[config.mk]
export PLATFORM = sky130hd
export DESIGN_NAME = lcm_report_top
export DESIGN_NICKNAME = d
export VERILOG_FILES = /design/src/lcm_pkg.sv /design/src/pkt_stream_if.sv /design/src/lcm_report_top.sv /design/src/beacon_reporter.sv /design/src/beacon_word_gen.sv /design/src/report_trigger.sv
export VERILOG_INCLUDE_DIRS = /design/src
export SDC_FILE = /design/constraint.sdc
export NUM_CORES = 1
export LEC_CHECK = 0
export ABC_AREA = 1
export BUFFER_PORTS_ARGS = -buffer_cell sky130_fd_sc_hd__buf_2
export CAP_MARGIN = 20
export CORE_AREA = 5 5 384 386
export CTS_BUF_LIST = sky130_fd_sc_hd__clkbuf_8
export CTS_CLUSTER_DIAMETER = 50
export CTS_CLUSTER_SIZE = 25
export DETAILED_ROUTE_END_ITERATION = 12
export DIE_AREA = 0 0 389 391
export GPL_ROUTABILITY_DRIVEN = 0
export HOLD_SLACK_MARGIN = 0.02
export PLACE_DENSITY = 0.34
export SYNTH_ARGS = -nofsm -noshare
export SYNTH_HDL_FRONTEND = slang
export SYNTH_HIERARCHICAL = 1
export SYNTH_SLANG_ARGS = --single-unit
[constraint.sdc]
create_clock -name clk -period 4.79 [get_ports clk]
set_clock_uncertainty 0.2 [all_clocks]
set_input_delay 0.7185 -clock clk [delete_from_list [all_inputs] [get_ports clk]]
set_output_delay 0.7185 -clock clk [all_outputs]
set_load 0.01 [all_outputs]
[src/lcm_config.svh]
//**********************************************************
// local-control report stage configuration
// report period, module ids and report frame constants
//**********************************************************
`ifndef LCM_CONFIG_SVH
`define LCM_CONFIG_SVH

// low precision-time bits that wrap once per report period
`define LCM_REPORT_PERIOD_BITS 20

// module id stamped into forwarded first words
`define LCM_PKT_MID 8'd1

// source module id carried in the report's first word
`define LCM_REPORT_SMID 8'd128

// controller (CNC) MAC address, destination of the report
`define LCM_CNC_MAC 48'h010203040506

// ethertype of the report frame
`define LCM_ETHERTYPE 16'h88f7

// length field of the report frame
`define LCM_REPORT_LEN 16'd176

`endif
[src/lcm_pkg.sv]
//**********************************************************
// local-control report stage types
// packet word layout, header codes and status counters
//**********************************************************
package lcm_pkg;

	// one word of the 134-bit packet stream
	typedef struct packed {
		logic [1:0]   hdr;
		logic [3:0]   rsv;
		logic [127:0] payload;
	} pkt_word_t;

	// header codes in the top two bits of a word
	localparam logic [1:0] hdr_first  = 2'b01;
	localparam logic [1:0] hdr_middle = 2'b11;
	localparam logic [1:0] hdr_last   = 2'b10;

	// status counters gathered from the switch datapath
	typedef struct packed {
		// switching block
		logic [63:0] sw_pkt_in;
		logic [63:0] sw_pkt_out;
		logic [7:0]  sw_buf_id;
		// scheduler queue use and metadata
		logic [5:0]  sch_q0_used;
		logic [5:0]  sch_q1_used;
		logic [5:0]  sch_q2_used;
		logic [5:0]  sch_q3_used;
		logic [63:0] sch_md_in;
		logic [63:0] sch_md_out;
		// output stage
		logic [63:0] out_pkt_in;
		logic [63:0] out_port0;
		logic [63:0] out_port1;
		logic [63:0] out_discard;
	} status_cnt_t;

	// beacon settings reported in word 6
	typedef struct packed {
		logic        direction;
		logic [31:0] token_bucket;
		logic [47:0] direct_mac;
	} beacon_cfg_t;

endpackage

[src/pkt_stream_if.sv]
//**********************************************************
// packet word stream
// word strobe, data and end-of-packet verdict
//**********************************************************
`timescale 1ns/10ps

interface pkt_stream_if
	import lcm_pkg::*;
();

	logic      wr;
	pkt_word_t data;
	// verdict of the packet, qualified by valid_wr
	logic      valid;
	logic      valid_wr;

	modport source (
		output wr,
		output data,
		output valid,
		output valid_wr
	);

	modport sink (
		input wr,
		input data,
		input valid,
		input valid_wr
	);

endinterface

[src/lcm_report_top.sv]
//**********************************************************
// local-control report stage, top level
// stamps forwarded packets and injects a periodic beacon
// report between them
//**********************************************************
`timescale 1ns/10ps

module lcm_report_top
	import lcm_pkg::*;
(
	input  logic         clk,
	input  logic         rst_n,
	// upstream packet stream
	input  logic         in_lr_data_wr,
	input  logic [133:0] in_lr_data,
	input  logic         in_lr_data_valid,
	input  logic         in_lr_data_valid_wr,
	output logic         hold,
	input  logic [47:0]  precision_time,
	input  logic [47:0]  local_mac_id,
	// beacon settings
	input  logic         direction,
	input  logic [31:0]  token_bucket_para,
	input  logic [47:0]  direct_mac_addr,
	// status counters
	input  logic [63:0]  esw_pktin_cnt,
	input  logic [63:0]  esw_pktout_cnt,
	input  logic [7:0]   bufm_id_cnt,
	input  logic [5:0]   eos_q0_used_cnt,
	input  logic [5:0]   eos_q1_used_cnt,
	input  logic [5:0]   eos_q2_used_cnt,
	input  logic [5:0]   eos_q3_used_cnt,
	input  logic [63:0]  eos_mdin_cnt,
	input  logic [63:0]  eos_mdout_cnt,
	input  logic [63:0]  goe_pktin_cnt,
	input  logic [63:0]  goe_port0out_cnt,
	input  logic [63:0]  goe_port1out_cnt,
	input  logic [63:0]  goe_discard_cnt,
	// downstream packet stream
	output logic         out_lr_data_wr,
	output logic [133:0] out_lr_data,
	output logic         out_lr_data_valid,
	output logic         out_lr_data_valid_wr
);

	status_cnt_t cnt;
	beacon_cfg_t cfg;
	logic        report_pending;
	logic        report_sent;
	logic [3:0]  word_idx;
	logic [47:0] snapshot_time;
	pkt_word_t   report_word;

	pkt_stream_if out_stream ();

	assign cnt = '{
		sw_pkt_in:   esw_pktin_cnt,
		sw_pkt_out:  esw_pktout_cnt,
		sw_buf_id:   bufm_id_cnt,
		sch_q0_used: eos_q0_used_cnt,
		sch_q1_used: eos_q1_used_cnt,
		sch_q2_used: eos_q2_used_cnt,
		sch_q3_used: eos_q3_used_cnt,
		sch_md_in:   eos_mdin_cnt,
		sch_md_out:  eos_mdout_cnt,
		out_pkt_in:  goe_pktin_cnt,
		out_port0:   goe_port0out_cnt,
		out_port1:   goe_port1out_cnt,
		out_discard: goe_discard_cnt
	};

	assign cfg = '{
		direction:    direction,
		token_bucket: token_bucket_para,
		direct_mac:   direct_mac_addr
	};

	report_trigger u_trigger (
		.clk            (clk),
		.rst_n          (rst_n),
		.precision_time (precision_time),
		.report_sent    (report_sent),
		.report_pending (report_pending)
	);

	beacon_word_gen u_word_gen (
		.word_idx      (word_idx),
		.snapshot_time (snapshot_time),
		.local_mac     (local_mac_id),
		.cfg           (cfg),
		.cnt           (cnt),
		.report_word   (report_word)
	);

	beacon_reporter u_reporter (
		.clk            (clk),
		.rst_n          (rst_n),
		.in_wr          (in_lr_data_wr),
		.in_data        (pkt_word_t'(in_lr_data)),
		.in_valid       (in_lr_data_valid),
		.in_valid_wr    (in_lr_data_valid_wr),
		.precision_time (precision_time),
		.report_pending (report_pending),
		.report_sent    (report_sent),
		.hold           (hold),
		.word_idx       (word_idx),
		.snapshot_time  (snapshot_time),
		.report_word    (report_word),
		.out_stream     (out_stream.source)
	);

	assign out_lr_data_wr       = out_stream.wr;
	assign out_lr_data          = out_stream.data;
	assign out_lr_data_valid    = out_stream.valid;
	assign out_lr_data_valid_wr = out_stream.valid_wr;

endmodule

[src/beacon_reporter.sv]
//**********************************************************
// beacon reporter
// forwards the packet stream with the module id stamped,
// claims idle gaps under hold and sends the 13-word report
//**********************************************************
`timescale 1ns/10ps
`include "lcm_config.svh"

module beacon_reporter
	import lcm_pkg::*;
(
	input  logic         clk,
	input  logic         rst_n,
	input  logic         in_wr,
	input  pkt_word_t    in_data,
	input  logic         in_valid,
	input  logic         in_valid_wr,
	input  logic [47:0]  precision_time,
	input  logic         report_pending,
	output logic         report_sent,
	output logic         hold,
	output logic [3:0]   word_idx,
	output logic [47:0]  snapshot_time,
	input  pkt_word_t    report_word,
	pkt_stream_if.source out_stream
);

	localparam logic [3:0] last_idx = 4'd12;

	typedef enum logic [2:0] {
		st_idle,
		st_claim,
		st_skid,
		st_forward,
		st_report
	} state_t;

	state_t    state;
	pkt_word_t in_stamped;
	logic      claim_go;

	logic      out_wr;
	pkt_word_t out_data;
	logic      out_valid;
	logic      out_valid_wr;

	// holds the word that slipped in during a claim
	logic      skid_wr;
	pkt_word_t skid_data;
	logic      skid_valid;
	logic      skid_valid_wr;

	// first words carry the local module id
	always_comb begin
		in_stamped = in_data;
		if (in_data.hdr == hdr_first)
			in_stamped.payload[87:80] = `LCM_PKT_MID;
	end

	// no claim in the cycle the request is being cleared
	assign claim_go = report_pending && !report_sent && !in_wr;

	//**********************************************************
	// control FSM
	//**********************************************************
	always_ff @(posedge clk or negedge rst_n) begin
		if (!rst_n) begin
			state         <= st_idle;
			hold          <= 1'b0;
			report_sent   <= 1'b0;
			word_idx      <= 4'd0;
			out_wr        <= 1'b0;
			out_valid     <= 1'b0;
			out_valid_wr  <= 1'b0;
			skid_wr       <= 1'b0;
			skid_valid    <= 1'b0;
			skid_valid_wr <= 1'b0;
		end else begin
			report_sent <= 1'b0;
			case (state)
				st_idle: begin
					out_wr       <= in_wr;
					out_valid    <= in_valid;
					out_valid_wr <= in_valid_wr;
					hold         <= claim_go;
					if (in_wr && in_data.hdr != hdr_last)
						state <= st_forward;
					else if (claim_go)
						state <= st_claim;
				end
				st_claim: begin
					out_wr       <= 1'b0;
					out_valid    <= 1'b0;
					out_valid_wr <= 1'b0;
					if (in_wr) begin
						// upstream was already sending so the gap goes back
						hold          <= 1'b0;
						skid_wr       <= 1'b1;
						skid_valid    <= in_valid;
						skid_valid_wr <= in_valid_wr;
						state         <= st_skid;
					end else begin
						state <= st_report;
					end
				end
				st_skid: begin
					out_wr        <= skid_wr;
					out_valid     <= skid_valid;
					out_valid_wr  <= skid_valid_wr;
					skid_wr       <= in_wr;
					skid_valid    <= in_valid;
					skid_valid_wr <= in_valid_wr;
					if (skid_wr && skid_data.hdr == hdr_last && !in_wr)
						state <= st_idle;
				end
				st_forward: begin
					out_wr       <= in_wr;
					out_valid    <= in_valid;
					out_valid_wr <= in_valid_wr;
					if (in_wr && in_data.hdr == hdr_last)
						state <= st_idle;
				end
				st_report: begin
					out_wr       <= 1'b1;
					out_valid    <= (word_idx == last_idx);
					out_valid_wr <= (word_idx == last_idx);
					if (word_idx == last_idx) begin
						// hold drops from idle one cycle later
						report_sent <= 1'b1;
						word_idx    <= 4'd0;
						state       <= st_idle;
					end else begin
						word_idx <= word_idx + 4'd1;
					end
				end
				default: state <= st_idle;
			endcase
		end
	end

	//**********************************************************
	// datapath
	//**********************************************************
	always_ff @(posedge clk) begin
		case (state)
			st_report: out_data <= report_word;
			st_skid:   out_data <= skid_data;
			default:   out_data <= in_stamped;
		endcase
		if (state == st_claim || state == st_skid)
			skid_data <= in_stamped;
		if (state == st_idle && claim_go)
			snapshot_time <= precision_time;
	end

	assign out_stream.wr       = out_wr;
	assign out_stream.data     = out_data;
	assign out_stream.valid    = out_valid;
	assign out_stream.valid_wr = out_valid_wr;

	// upstream honours hold and never sends during a report
	a_no_input_in_report: assert property (
		@(posedge clk) disable iff (!rst_n) (state == st_report) |-> !in_wr
	);

	a_word_idx_range: assert property (
		@(posedge clk) disable iff (!rst_n) word_idx <= last_idx
	);

endmodule

[src/beacon_word_gen.sv]
//**********************************************************
// beacon report word generator
// builds report word N from the captured timestamp,
// beacon settings and status counters
//**********************************************************
`timescale 1ns/10ps
`include "lcm_config.svh"

module beacon_word_gen
	import lcm_pkg::*;
(
	input  logic [3:0]  word_idx,
	input  logic [47:0] snapshot_time,
	input  logic [47:0] local_mac,
	input  beacon_cfg_t cfg,
	input  status_cnt_t cnt,
	output pkt_word_t   report_word
);

	always_comb begin
		report_word.hdr     = hdr_middle;
		report_word.rsv     = 4'b0;
		report_word.payload = '0;
		case (word_idx)
			4'd0: begin
				report_word.hdr     = hdr_first;
				report_word.payload = {32'b0, `LCM_REPORT_SMID, 88'b0};
			end
			// word 1 carries an empty payload
			4'd2: begin
				report_word.payload = {`LCM_CNC_MAC, local_mac, `LCM_ETHERTYPE,
					4'h0, 4'he, 8'h00};
			end
			4'd3: report_word.payload = {`LCM_REPORT_LEN, 112'b0};
			// word 4 is all zero
			4'd5: report_word.payload = {32'b0, snapshot_time, 48'b0};
			4'd6: begin
				report_word.payload = {cfg.direct_mac, cfg.direction, 15'b0,
					cfg.token_bucket, 32'b0};
			end
			//**********************************************************
			// counters
			//**********************************************************
			4'd7: report_word.payload = {cnt.sw_pkt_in, cnt.sw_pkt_out};
			4'd8: report_word.payload = {local_mac[7:0], cnt.sw_buf_id, 112'b0};
			4'd9: report_word.payload = {cnt.sch_md_in, cnt.sch_md_out};
			4'd10: begin
				report_word.payload = {cnt.sch_q0_used, cnt.sch_q1_used,
					cnt.sch_q2_used, cnt.sch_q3_used, 104'b0};
			end
			4'd11: report_word.payload = {cnt.out_pkt_in, cnt.out_port0};
			4'd12: begin
				// closing word of the report
				report_word.hdr     = hdr_last;
				report_word.payload = {cnt.out_port1, cnt.out_discard};
			end
			default: report_word.payload = '0;
		endcase
	end

endmodule

[src/report_trigger.sv]
//**********************************************************
// report trigger
// flags a report request at each period wrap of the
// precision clock and holds it until the report is sent
//**********************************************************
`timescale 1ns/10ps
`include "lcm_config.svh"

module report_trigger (
	input  logic        clk,
	input  logic        rst_n,
	input  logic [47:0] precision_time,
	input  logic        report_sent,
	output logic        report_pending
);

	localparam int period_bits = `LCM_REPORT_PERIOD_BITS;

	logic wrap;
	logic wrap_q;

	assign wrap = (precision_time[period_bits-1:0] == '0);

	always_ff @(posedge clk or negedge rst_n) begin
		if (!rst_n) begin
			// time at zero out of reset is not a real boundary
			wrap_q         <= 1'b1;
			report_pending <= 1'b0;
		end else begin
			wrap_q <= wrap;
			// a new boundary wins over a clear in the same cycle
			if (wrap && !wrap_q)
				report_pending <= 1'b1;
			else if (report_sent)
				report_pending <= 1'b0;
		end
	end

	// the reporter only completes a report that was requested
	a_sent_when_pending: assert property (
		@(posedge clk) disable iff (!rst_n) report_sent |-> report_pending
	);

endmodule

==> impl_metrics.csv, run 1 <==
group,metric,value,unit
setup_path,path_class,"reg2reg",
finish,area_growth_from_synthesis_to_final_layout,60.5,%
clock_tree,clock_path_buffers,3,
power_and_ir_drop,p_sw,8.34,mW
placement,place.detailed.instances,5400,
grt,grt_first_pass_wirelength,195000,um
yosys,syn_area,0.0185,mm2
clock_tree,clk_latency,770,ps
setup_path,timing.critical_path.buf_inv,2,
setup_path,timing.critical_path.from_type,"register",
run,maxCapViolations,0,
floorplanning,chipWidth,389,um
clock_tree,clock_sink_count,333,
placement,dp_slack,1530,ps
timing,tightestPinTransition,1040,ps
yosys,syn-instance-count,2644,
floorplanning,floorplan.initialDensity,12.9,%
placement,dp_hpwl,116000,um
yosys,synthFlopType,"sky130_fd_sc_hd__edfxtp_1",
yosys,synth-edff-count,182,
floorplanning,floorplan.rows,139,
detailed_routing,wl_cell,25.5,um
power_and_ir_drop,power.static_leakage,14.7,nW
clock_tree,path_clk_slew,60,ps
detailed_routing,initial_drc_count,1410,
floorplanning,core-area,0.143,mm2
setup_path,worst-path-max-fanout,140,
yosys,netlist-cell-type-count,34,
setup_path,critPathRequiredTime,5240,ps
setup_path,crit_arrival,3630,ps
power_and_ir_drop,ir_worst_vdd,0.350,mV
yosys,synth.ff_latch_count,333,
setup_path,crit_path_frequent_cell,"sky130_fd_sc_hd__nand2_1",
floorplanning,die_height,391,um
detailed_routing,drt-vias-per-instance,3.99,
placement,postPlaceCellArea,0.0255,mm2
grt,grt_max_degree,141,
setup_path,critical_path_cell_list,"inv_1 -> nor2_4 -> buf_12 -> nand3_1 -> nand2_1 -> nor2_1 -> nand2_1 -> nand2_1 -> nand3_1",
timing,finalWorstSetupSlack,1620,ps
finish,nNetsFinal,4649,
detailed_routing,drt_drc_violations_left,0,
finish,fraction_of_layout_cells_with_a_size_suffix_above_1,31.3,%
detailed_routing,wirelength,148000,um
power_and_ir_drop,internal-power,9.24,mW
floorplanning,io-pin-count,998,
power_and_ir_drop,power.clock.fraction,24.9,%
clock_tree,cts.repair_timing.setup_buffer_count,0,
setup_path,cp_slowest_stage_delay,530,ps
outcome,run_status,"finished clean",
finish,total_of_fill_cells_in_the_finished_design,16550,
timing,hold_viol_final,0,
floorplanning,die-area,0.152,mm2
detailed_routing,dr.pass1.iters,6,
hold_path,min_path_type,"in2reg",
finish,post-route-util,20.8,%
grt,number_of_global_route_vias_before_repair,23254,
timing,drv_slew,0,
power_and_ir_drop,power_density,591,mW/mm2
timing,relative_max_transition_margin,30.3,%
power_and_ir_drop,share_seq_of_total_power,28.3,%
grt,antenna_found_initial,100,
finish,instances_no_fill,5785,
timing,whs,160,ps
yosys,synth_top_area_share,29.5,%
yosys,synth_largest_area_cell,"sky130_fd_sc_hd__edfxtp_1",
clock_tree,cts_inserted_buffers,80,
timing,post-route-min-period,3170,ps
power_and_ir_drop,p_sw_share,47.4,%
yosys,postSynthAreaPerCell,7.00,um2
detailed_routing,vias,23107,
setup_path,critPathCaptureType,"register",
timing,finalSetupTns,0,ps
clock_tree,cts_tree,"yes",
setup_path,crit_family,"simple AND/OR/NAND/NOR gates",
clock_tree,cts.root.buffer_cell,"sky130_fd_sc_hd__clkbuf_8",
detailed_routing,ant_nets,0,
yosys,synth-async-reset-ratio,5.11,%
timing,max_freq,0.315,GHz
yosys,synth_top_cells_by_area,"sky130_fd_sc_hd__edfxtp_1 (30%), sky130_fd_sc_hd__nand2_1 (19%), sky130_fd_sc_hd__nand3_1 (19%)",
yosys,yosys_warnings,6,
finish,final_area,0.0297,mm2
timing,setup-violations-final,0,
power_and_ir_drop,post-layout-total-power,17.6,mW
setup_path,slowest_stage,"sky130_fd_sc_hd__dfrtp_1",
timing,grt_setup_unrepaired,"false",
placement,portBuffers,997,
power_and_ir_drop,power_frac_comb,46.8,%
clock_tree,htreeDepth,3,
yosys,synth-seq-area-share,46.3,%
grt,groute.usage.overall,18.5,%
grt,grt_overflow_total,0,
timing,finalCritPeriodShare,66.2,%
==> worst min-delay path, delay by kind of cell <==
family,cells,cell delay (ps)
buffers and inverters,1,170
AND/OR/NAND/NOR,2,140
==> power groups by stage <==
stage,logic (mW),registers (mW),clock network (mW)
final,8.23,4.97,4.38
after global routing,8.96,5.09,4.69
after CTS,8.52,4.99,4.56
after detailed placement,8.32,5.03,0
after global placement,8.33,5.06,0
after floorplan,3.76,5.25,0
==> cells in the final DEF (no fill, tap or decap), types with 2 or more instances in the layout <==
cell	n
sky130_fd_sc_hd__buf_2	997
sky130_fd_sc_hd__nand2_1	954
sky130_fd_sc_hd__nand3_1	706
sky130_fd_sc_hd__nor2_1	246
sky130_fd_sc_hd__dlygate4sd3_1	207
sky130_fd_sc_hd__edfxtp_1	182
sky130_fd_sc_hd__inv_1	160
sky130_fd_sc_hd__dfxtp_1	134
sky130_fd_sc_hd__clkbuf_8	86
sky130_fd_sc_hd__diode_2	27
sky130_fd_sc_hd__buf_4	24
sky130_fd_sc_hd__nand4_1	23
sky130_fd_sc_hd__bufinv_16	16
sky130_fd_sc_hd__dfrtp_1	16
sky130_fd_sc_hd__inv_6	15
sky130_fd_sc_hd__buf_12	15
sky130_fd_sc_hd__clkinv_2	11
sky130_fd_sc_hd__nor2_4	10
sky130_fd_sc_hd__clkinv_4	8
sky130_fd_sc_hd__clkinvlp_4	8
sky130_fd_sc_hd__o21ai_0	4
sky130_fd_sc_hd__conb_1	4
sky130_fd_sc_hd__o2111ai_1	3
sky130_fd_sc_hd__a21oi_1	2
sky130_fd_sc_hd__ha_1	2
sky130_fd_sc_hd__nand2_2	2
==> logic make-up after synthesis <==
family | after synthesis | synth area share, %
AOI/OAI and AO/OA | 14 | 0.507
adders and majority gates | 2 | 0.135
buffers and inverters | 346 | 8.24
DFF | 333 | 46.3
other | 1 | 0.0203
and+or+nand+nor | 1948 | 44.8
==> state kept, by name, indices dropped and copies added, names as in the netlist, 3 cells and up <==
| register | count |
|---|---|
| u_reporter/state | 3 |
| u_reporter/out_stream.data | 134 |
| u_reporter/snapshot_time | 48 |
| u_reporter/skid_data | 134 |
| u_reporter/word_idx | 4 |
==> final cells by class <==
cell class	instances	area (um2)	share of cell area, %
antenna	27	67.6	0.227
clock buffer	86	1180	3.98
clock inverter	64	835	2.81
inverter	160	621	2.09
multi-input combinational	1968	8490	28.6
sequential	333	8570	28.8
tap	1903	2380	8.01
timing repair buffer	1244	7570	25.5
==> path summary, 6_finish.rpt <==
kind / startpoint / endpoint / slack, ps / cells past startpoint
max in group asynchronous: rst_n / u_reporter/word_idx[3] / 3660 / 2
worst min register to register: u_reporter/skid_data[41] / u_reporter/out_stream.data[41] / 210 / 2
worst max-delay path: u_reporter/word_idx[3] / u_reporter/out_stream.data[64] / 1620 / 9
worst min-delay path: in_lr_data[92] / u_reporter/out_stream.data[92] / 160 / 3
min in group asynchronous: rst_n / u_reporter/out_stream.valid / 310 / 2
worst max register to register: u_reporter/word_idx[3] / u_reporter/out_stream.data[64] / 1620 / 9
==> Yosys cell counts, types with 2 or more instances <==
| library cell | n |
|---|---|
| sky130_fd_sc_hd__inv_2 | 4 |
| sky130_fd_sc_hd__nor2_2 | 5 |
| sky130_fd_sc_hd__nor2_1 | 251 |
| sky130_fd_sc_hd__o2111ai_1 | 3 |
| sky130_fd_sc_hd__buf_1 | 12 |
| sky130_fd_sc_hd__dfxtp_1 | 134 |
| sky130_fd_sc_hd__buf_4 | 5 |
| sky130_fd_sc_hd__nand2_1 | 956 |
| sky130_fd_sc_hd__clkbuf_1 | 51 |
| sky130_fd_sc_hd__buf_6 | 5 |
| sky130_fd_sc_hd__dfrtp_1 | 16 |
| sky130_fd_sc_hd__ha_1 | 2 |
| sky130_fd_sc_hd__o21ai_0 | 4 |
| sky130_fd_sc_hd__edfxtp_1 | 182 |
| sky130_fd_sc_hd__buf_2 | 110 |
| sky130_fd_sc_hd__nand4_1 | 23 |
| sky130_fd_sc_hd__inv_1 | 156 |
| sky130_fd_sc_hd__buf_8 | 3 |
| sky130_fd_sc_hd__a21oi_1 | 2 |
| sky130_fd_sc_hd__nand3_1 | 706 |
==> per-layer routing <==
| layer | wire length [um] | global-route usage [%] | vias up |
|---|---|---|---|
| li1 | - | - | 10956 |
| met1 | 62200 | 23.3 | 10892 |
| met2 | 69600 | 31.0 | 989 |
| met3 | 12700 | 5.91 | 206 |
| met4 | 2580 | 3.90 | 64 |
| met5 | 403 | 0 | - |
==> timing repair <==
action                                 CTS  global route
hold buffers                           207             0
gates resized for setup                  0             0
endpoints found under the hold margin  335             0
Power figures use the tool's default switching activity.
==> run 2: changes to the inputs <==
--- a/config.mk
+++ b/config.mk
@@ -17,7 +17,7 @@
 export DIE_AREA = 0 0 389 391
 export GPL_ROUTABILITY_DRIVEN = 0
 export HOLD_SLACK_MARGIN = 0.02
-export PLACE_DENSITY = 0.34
+export PLACE_DENSITY = 0.35
 export SYNTH_ARGS = -nofsm -noshare
 export SYNTH_HDL_FRONTEND = slang
 export SYNTH_HIERARCHICAL = 1
==> constraint.sdc (replaced) <==
create_clock -name clk -period 2.9 [get_ports clk]
set_clock_uncertainty 0.2 [all_clocks]
set_input_delay 0.435 -clock clk [delete_from_list [all_inputs] [get_ports clk]]
set_output_delay 0.435 -clock clk [all_outputs]
set_load 0.01 [all_outputs]
==> impl_metrics.csv, run 2 (synthesis gave the netlist of run 1 again) <==
group,metric,value,unit
setup_path,timing.critical_path.buf_inv,4,
timing,tightestPinTransition,898,ps
floorplanning,die_height,391,um
grt,antenna_found_initial,73,
power_and_ir_drop,ir_worst_vdd,0.582,mV
clock_tree,htreeDepth,3,
finish,total_of_fill_cells_in_the_finished_design,16131,
timing,hold_viol_final,0,
floorplanning,die-area,0.152,mm2
power_and_ir_drop,power_frac_comb,51.7,%
finish,multi_input_area,0.00851,mm2
setup_path,slowest_stage,"sky130_fd_sc_hd__dlygate4sd3_1",
clock_tree,cts_tree,"yes",
setup_path,path_class,"reg2reg",
placement,portBuffers,997,
grt,grt_max_degree,70,
finish,instances_no_fill,6313,
floorplanning,floorplan.rows,139,
clock_tree,path_clk_slew,60,ps
power_and_ir_drop,power_density,859,mW/mm2
setup_path,critPathRequiredTime,3340,ps
setup_path,crit_path_frequent_cell,"sky130_fd_sc_hd__nand2_1",
timing,drv_slew,0,
timing,finalWorstSetupSlack,130,ps
power_and_ir_drop,power.clock.fraction,20.9,%
detailed_routing,initial_drc_count,1651,
finish,area_growth_from_synthesis_to_final_layout,88.8,%
finish,layout.cells.most_common,"sky130_fd_sc_hd__buf_2",
setup_path,crit_family,"buffers and inverters",
detailed_routing,wirelength,152000,um
detailed_routing,drt-vias-per-instance,4.06,
detailed_routing,dr.pass1.iters,5,
timing,finalSetupTns,0,ps
setup_path,worst-path-max-fanout,57,
run,maxCapViolations,0,
grt,grt_overflow_total,0,
timing,post-route-min-period,2770,ps
power_and_ir_drop,post-layout-total-power,30.0,mW
timing,grt_setup_unrepaired,"false",
clock_tree,clock_path_buffers,3,
timing,max_freq,0.361,GHz
power_and_ir_drop,internal-power,15.8,mW
timing,setup-violations-final,0,
power_and_ir_drop,share_seq_of_total_power,27.4,%
timing,whs,110,ps
floorplanning,chipWidth,389,um
floorplanning,core-area,0.143,mm2
power_and_ir_drop,p_sw,14.2,mW
outcome,run_status,"finished clean",
setup_path,crit_arrival,3210,ps
placement,dp_slack,113,ps
detailed_routing,vias,25660,
clock_tree,cts.root.buffer_cell,"sky130_fd_sc_hd__clkbuf_8",
finish,layout_common_cells,"sky130_fd_sc_hd__buf_2 (997), sky130_fd_sc_hd__nand2_1 (953), sky130_fd_sc_hd__nand3_1 (706)",
grt,groute.usage.overall,19.0,%
setup_path,timing.critical_path.from_type,"register",
placement,place.detailed.instances,5443,
clock_tree,clk_latency,740,ps
detailed_routing,drt_drc_violations_left,0,
setup_path,cp_slowest_stage_delay,550,ps
hold_path,min_path_type,"in2reg",
clock_tree,cts_inserted_buffers,76,
detailed_routing,wl_cell,24.1,um
finish,seq_area,0.00858,mm2
grt,grt_first_pass_wirelength,205000,um
power_and_ir_drop,power.static_leakage,17.2,nW
power_and_ir_drop,p_sw_share,47.3,%
floorplanning,io-pin-count,998,
floorplanning,floorplan.initialDensity,12.9,%
grt,number_of_global_route_vias_before_repair,26241,
setup_path,critical_path_cell_list,"inv_1 -> nor2_4 -> buf_12 -> buf_4 -> nand3_1 -> nand2_1 -> nor2_1 -> dlygate4sd3_1 -> nand2_1 -> nand2_1 -> nand3_1",
finish,nNetsFinal,5182,
clock_tree,clock_sink_count,333,
setup_path,critPathCaptureType,"register",
timing,finalCritPeriodShare,95.5,%
detailed_routing,ant_nets,0,
timing,relative_max_transition_margin,39.9,%
finish,fraction_of_layout_cells_with_a_size_suffix_above_1,28.4,%
placement,dp_hpwl,119000,um
==> run 2: cell type report <==
class	instances	share of cell area [%]
Timing Repair Buffer	1781	37.4
Sequential cell	333	24.5
Multi-Input combinational cell	1968	24.3
Tap cell	1903	6.81
Clock buffer	78	3.07
Clock inverter	64	1.86
Inverter	160	1.81
Antenna cell	26	0.186
==> run 2: path summary, 6_finish.rpt <==
path / start / endpoint / slack (ps) / cells after the start
max: u_reporter/word_idx[3] / u_reporter/out_stream.data[60] / 130 / 11
min reg2reg: u_reporter/skid_data[26] / u_reporter/out_stream.data[26] / 250 / 2
min in group asynchronous: rst_n / u_trigger/wrap_q / 210 / 2
max reg2reg: u_reporter/word_idx[3] / u_reporter/out_stream.data[60] / 130 / 11
max in group asynchronous: rst_n / u_reporter/word_idx[3] / 900 / 3
min: direct_mac_addr[3] / u_reporter/out_stream.data[83] / 110 / 7
==> run 2: through the flow <==
step	util [%]	cell area (um2)
2_1_floorplan	-	18500
3_3_place_gp	18.3	26100
3_5_place_dp	18.3	26100
4_1_cts	24.3	34900
5_1_grt	24.4	34900
6_report	24.4	35000
==> run 2: worst reg2reg max path, delay by kind of cell, from the launching register on <==
| family | cells | cell delay [ps] |
|---|---|---|
| buffers and inverters | 4 | 1260 |
| DFF | 1 | 470 |
| and+or+nand+nor | 7 | 790 |
==> run 2: what timing repair did <==
item                                    in CTS  in global routing
resized for setup                            0                 12
hold buffers                               700                  0
endpoints found under the setup margin       0                 54
hold endpoints to repair                   344                  0
setup buffers                                0                  2
==> run 2: per-layer routing <==
metal / global-route usage [%] / share of wire [%]
met1: 24.4 / 43
met2: 32.5 / 47
met3: 4.21 / 6.9
met4: 4.83 / 2.4
met5: 0 / 0.15
==> run 2: power by group through the flow <==
stage	sequential, mW	combinational, mW	clock (mW)
after CTS	8.24	16.0	6.62
after floorplan	8.61	6.26	0
after global placement	8.30	14.6	0
final	8.23	15.5	6.29
after global routing	8.41	16.9	6.81
after detailed placement	8.31	14.5	0
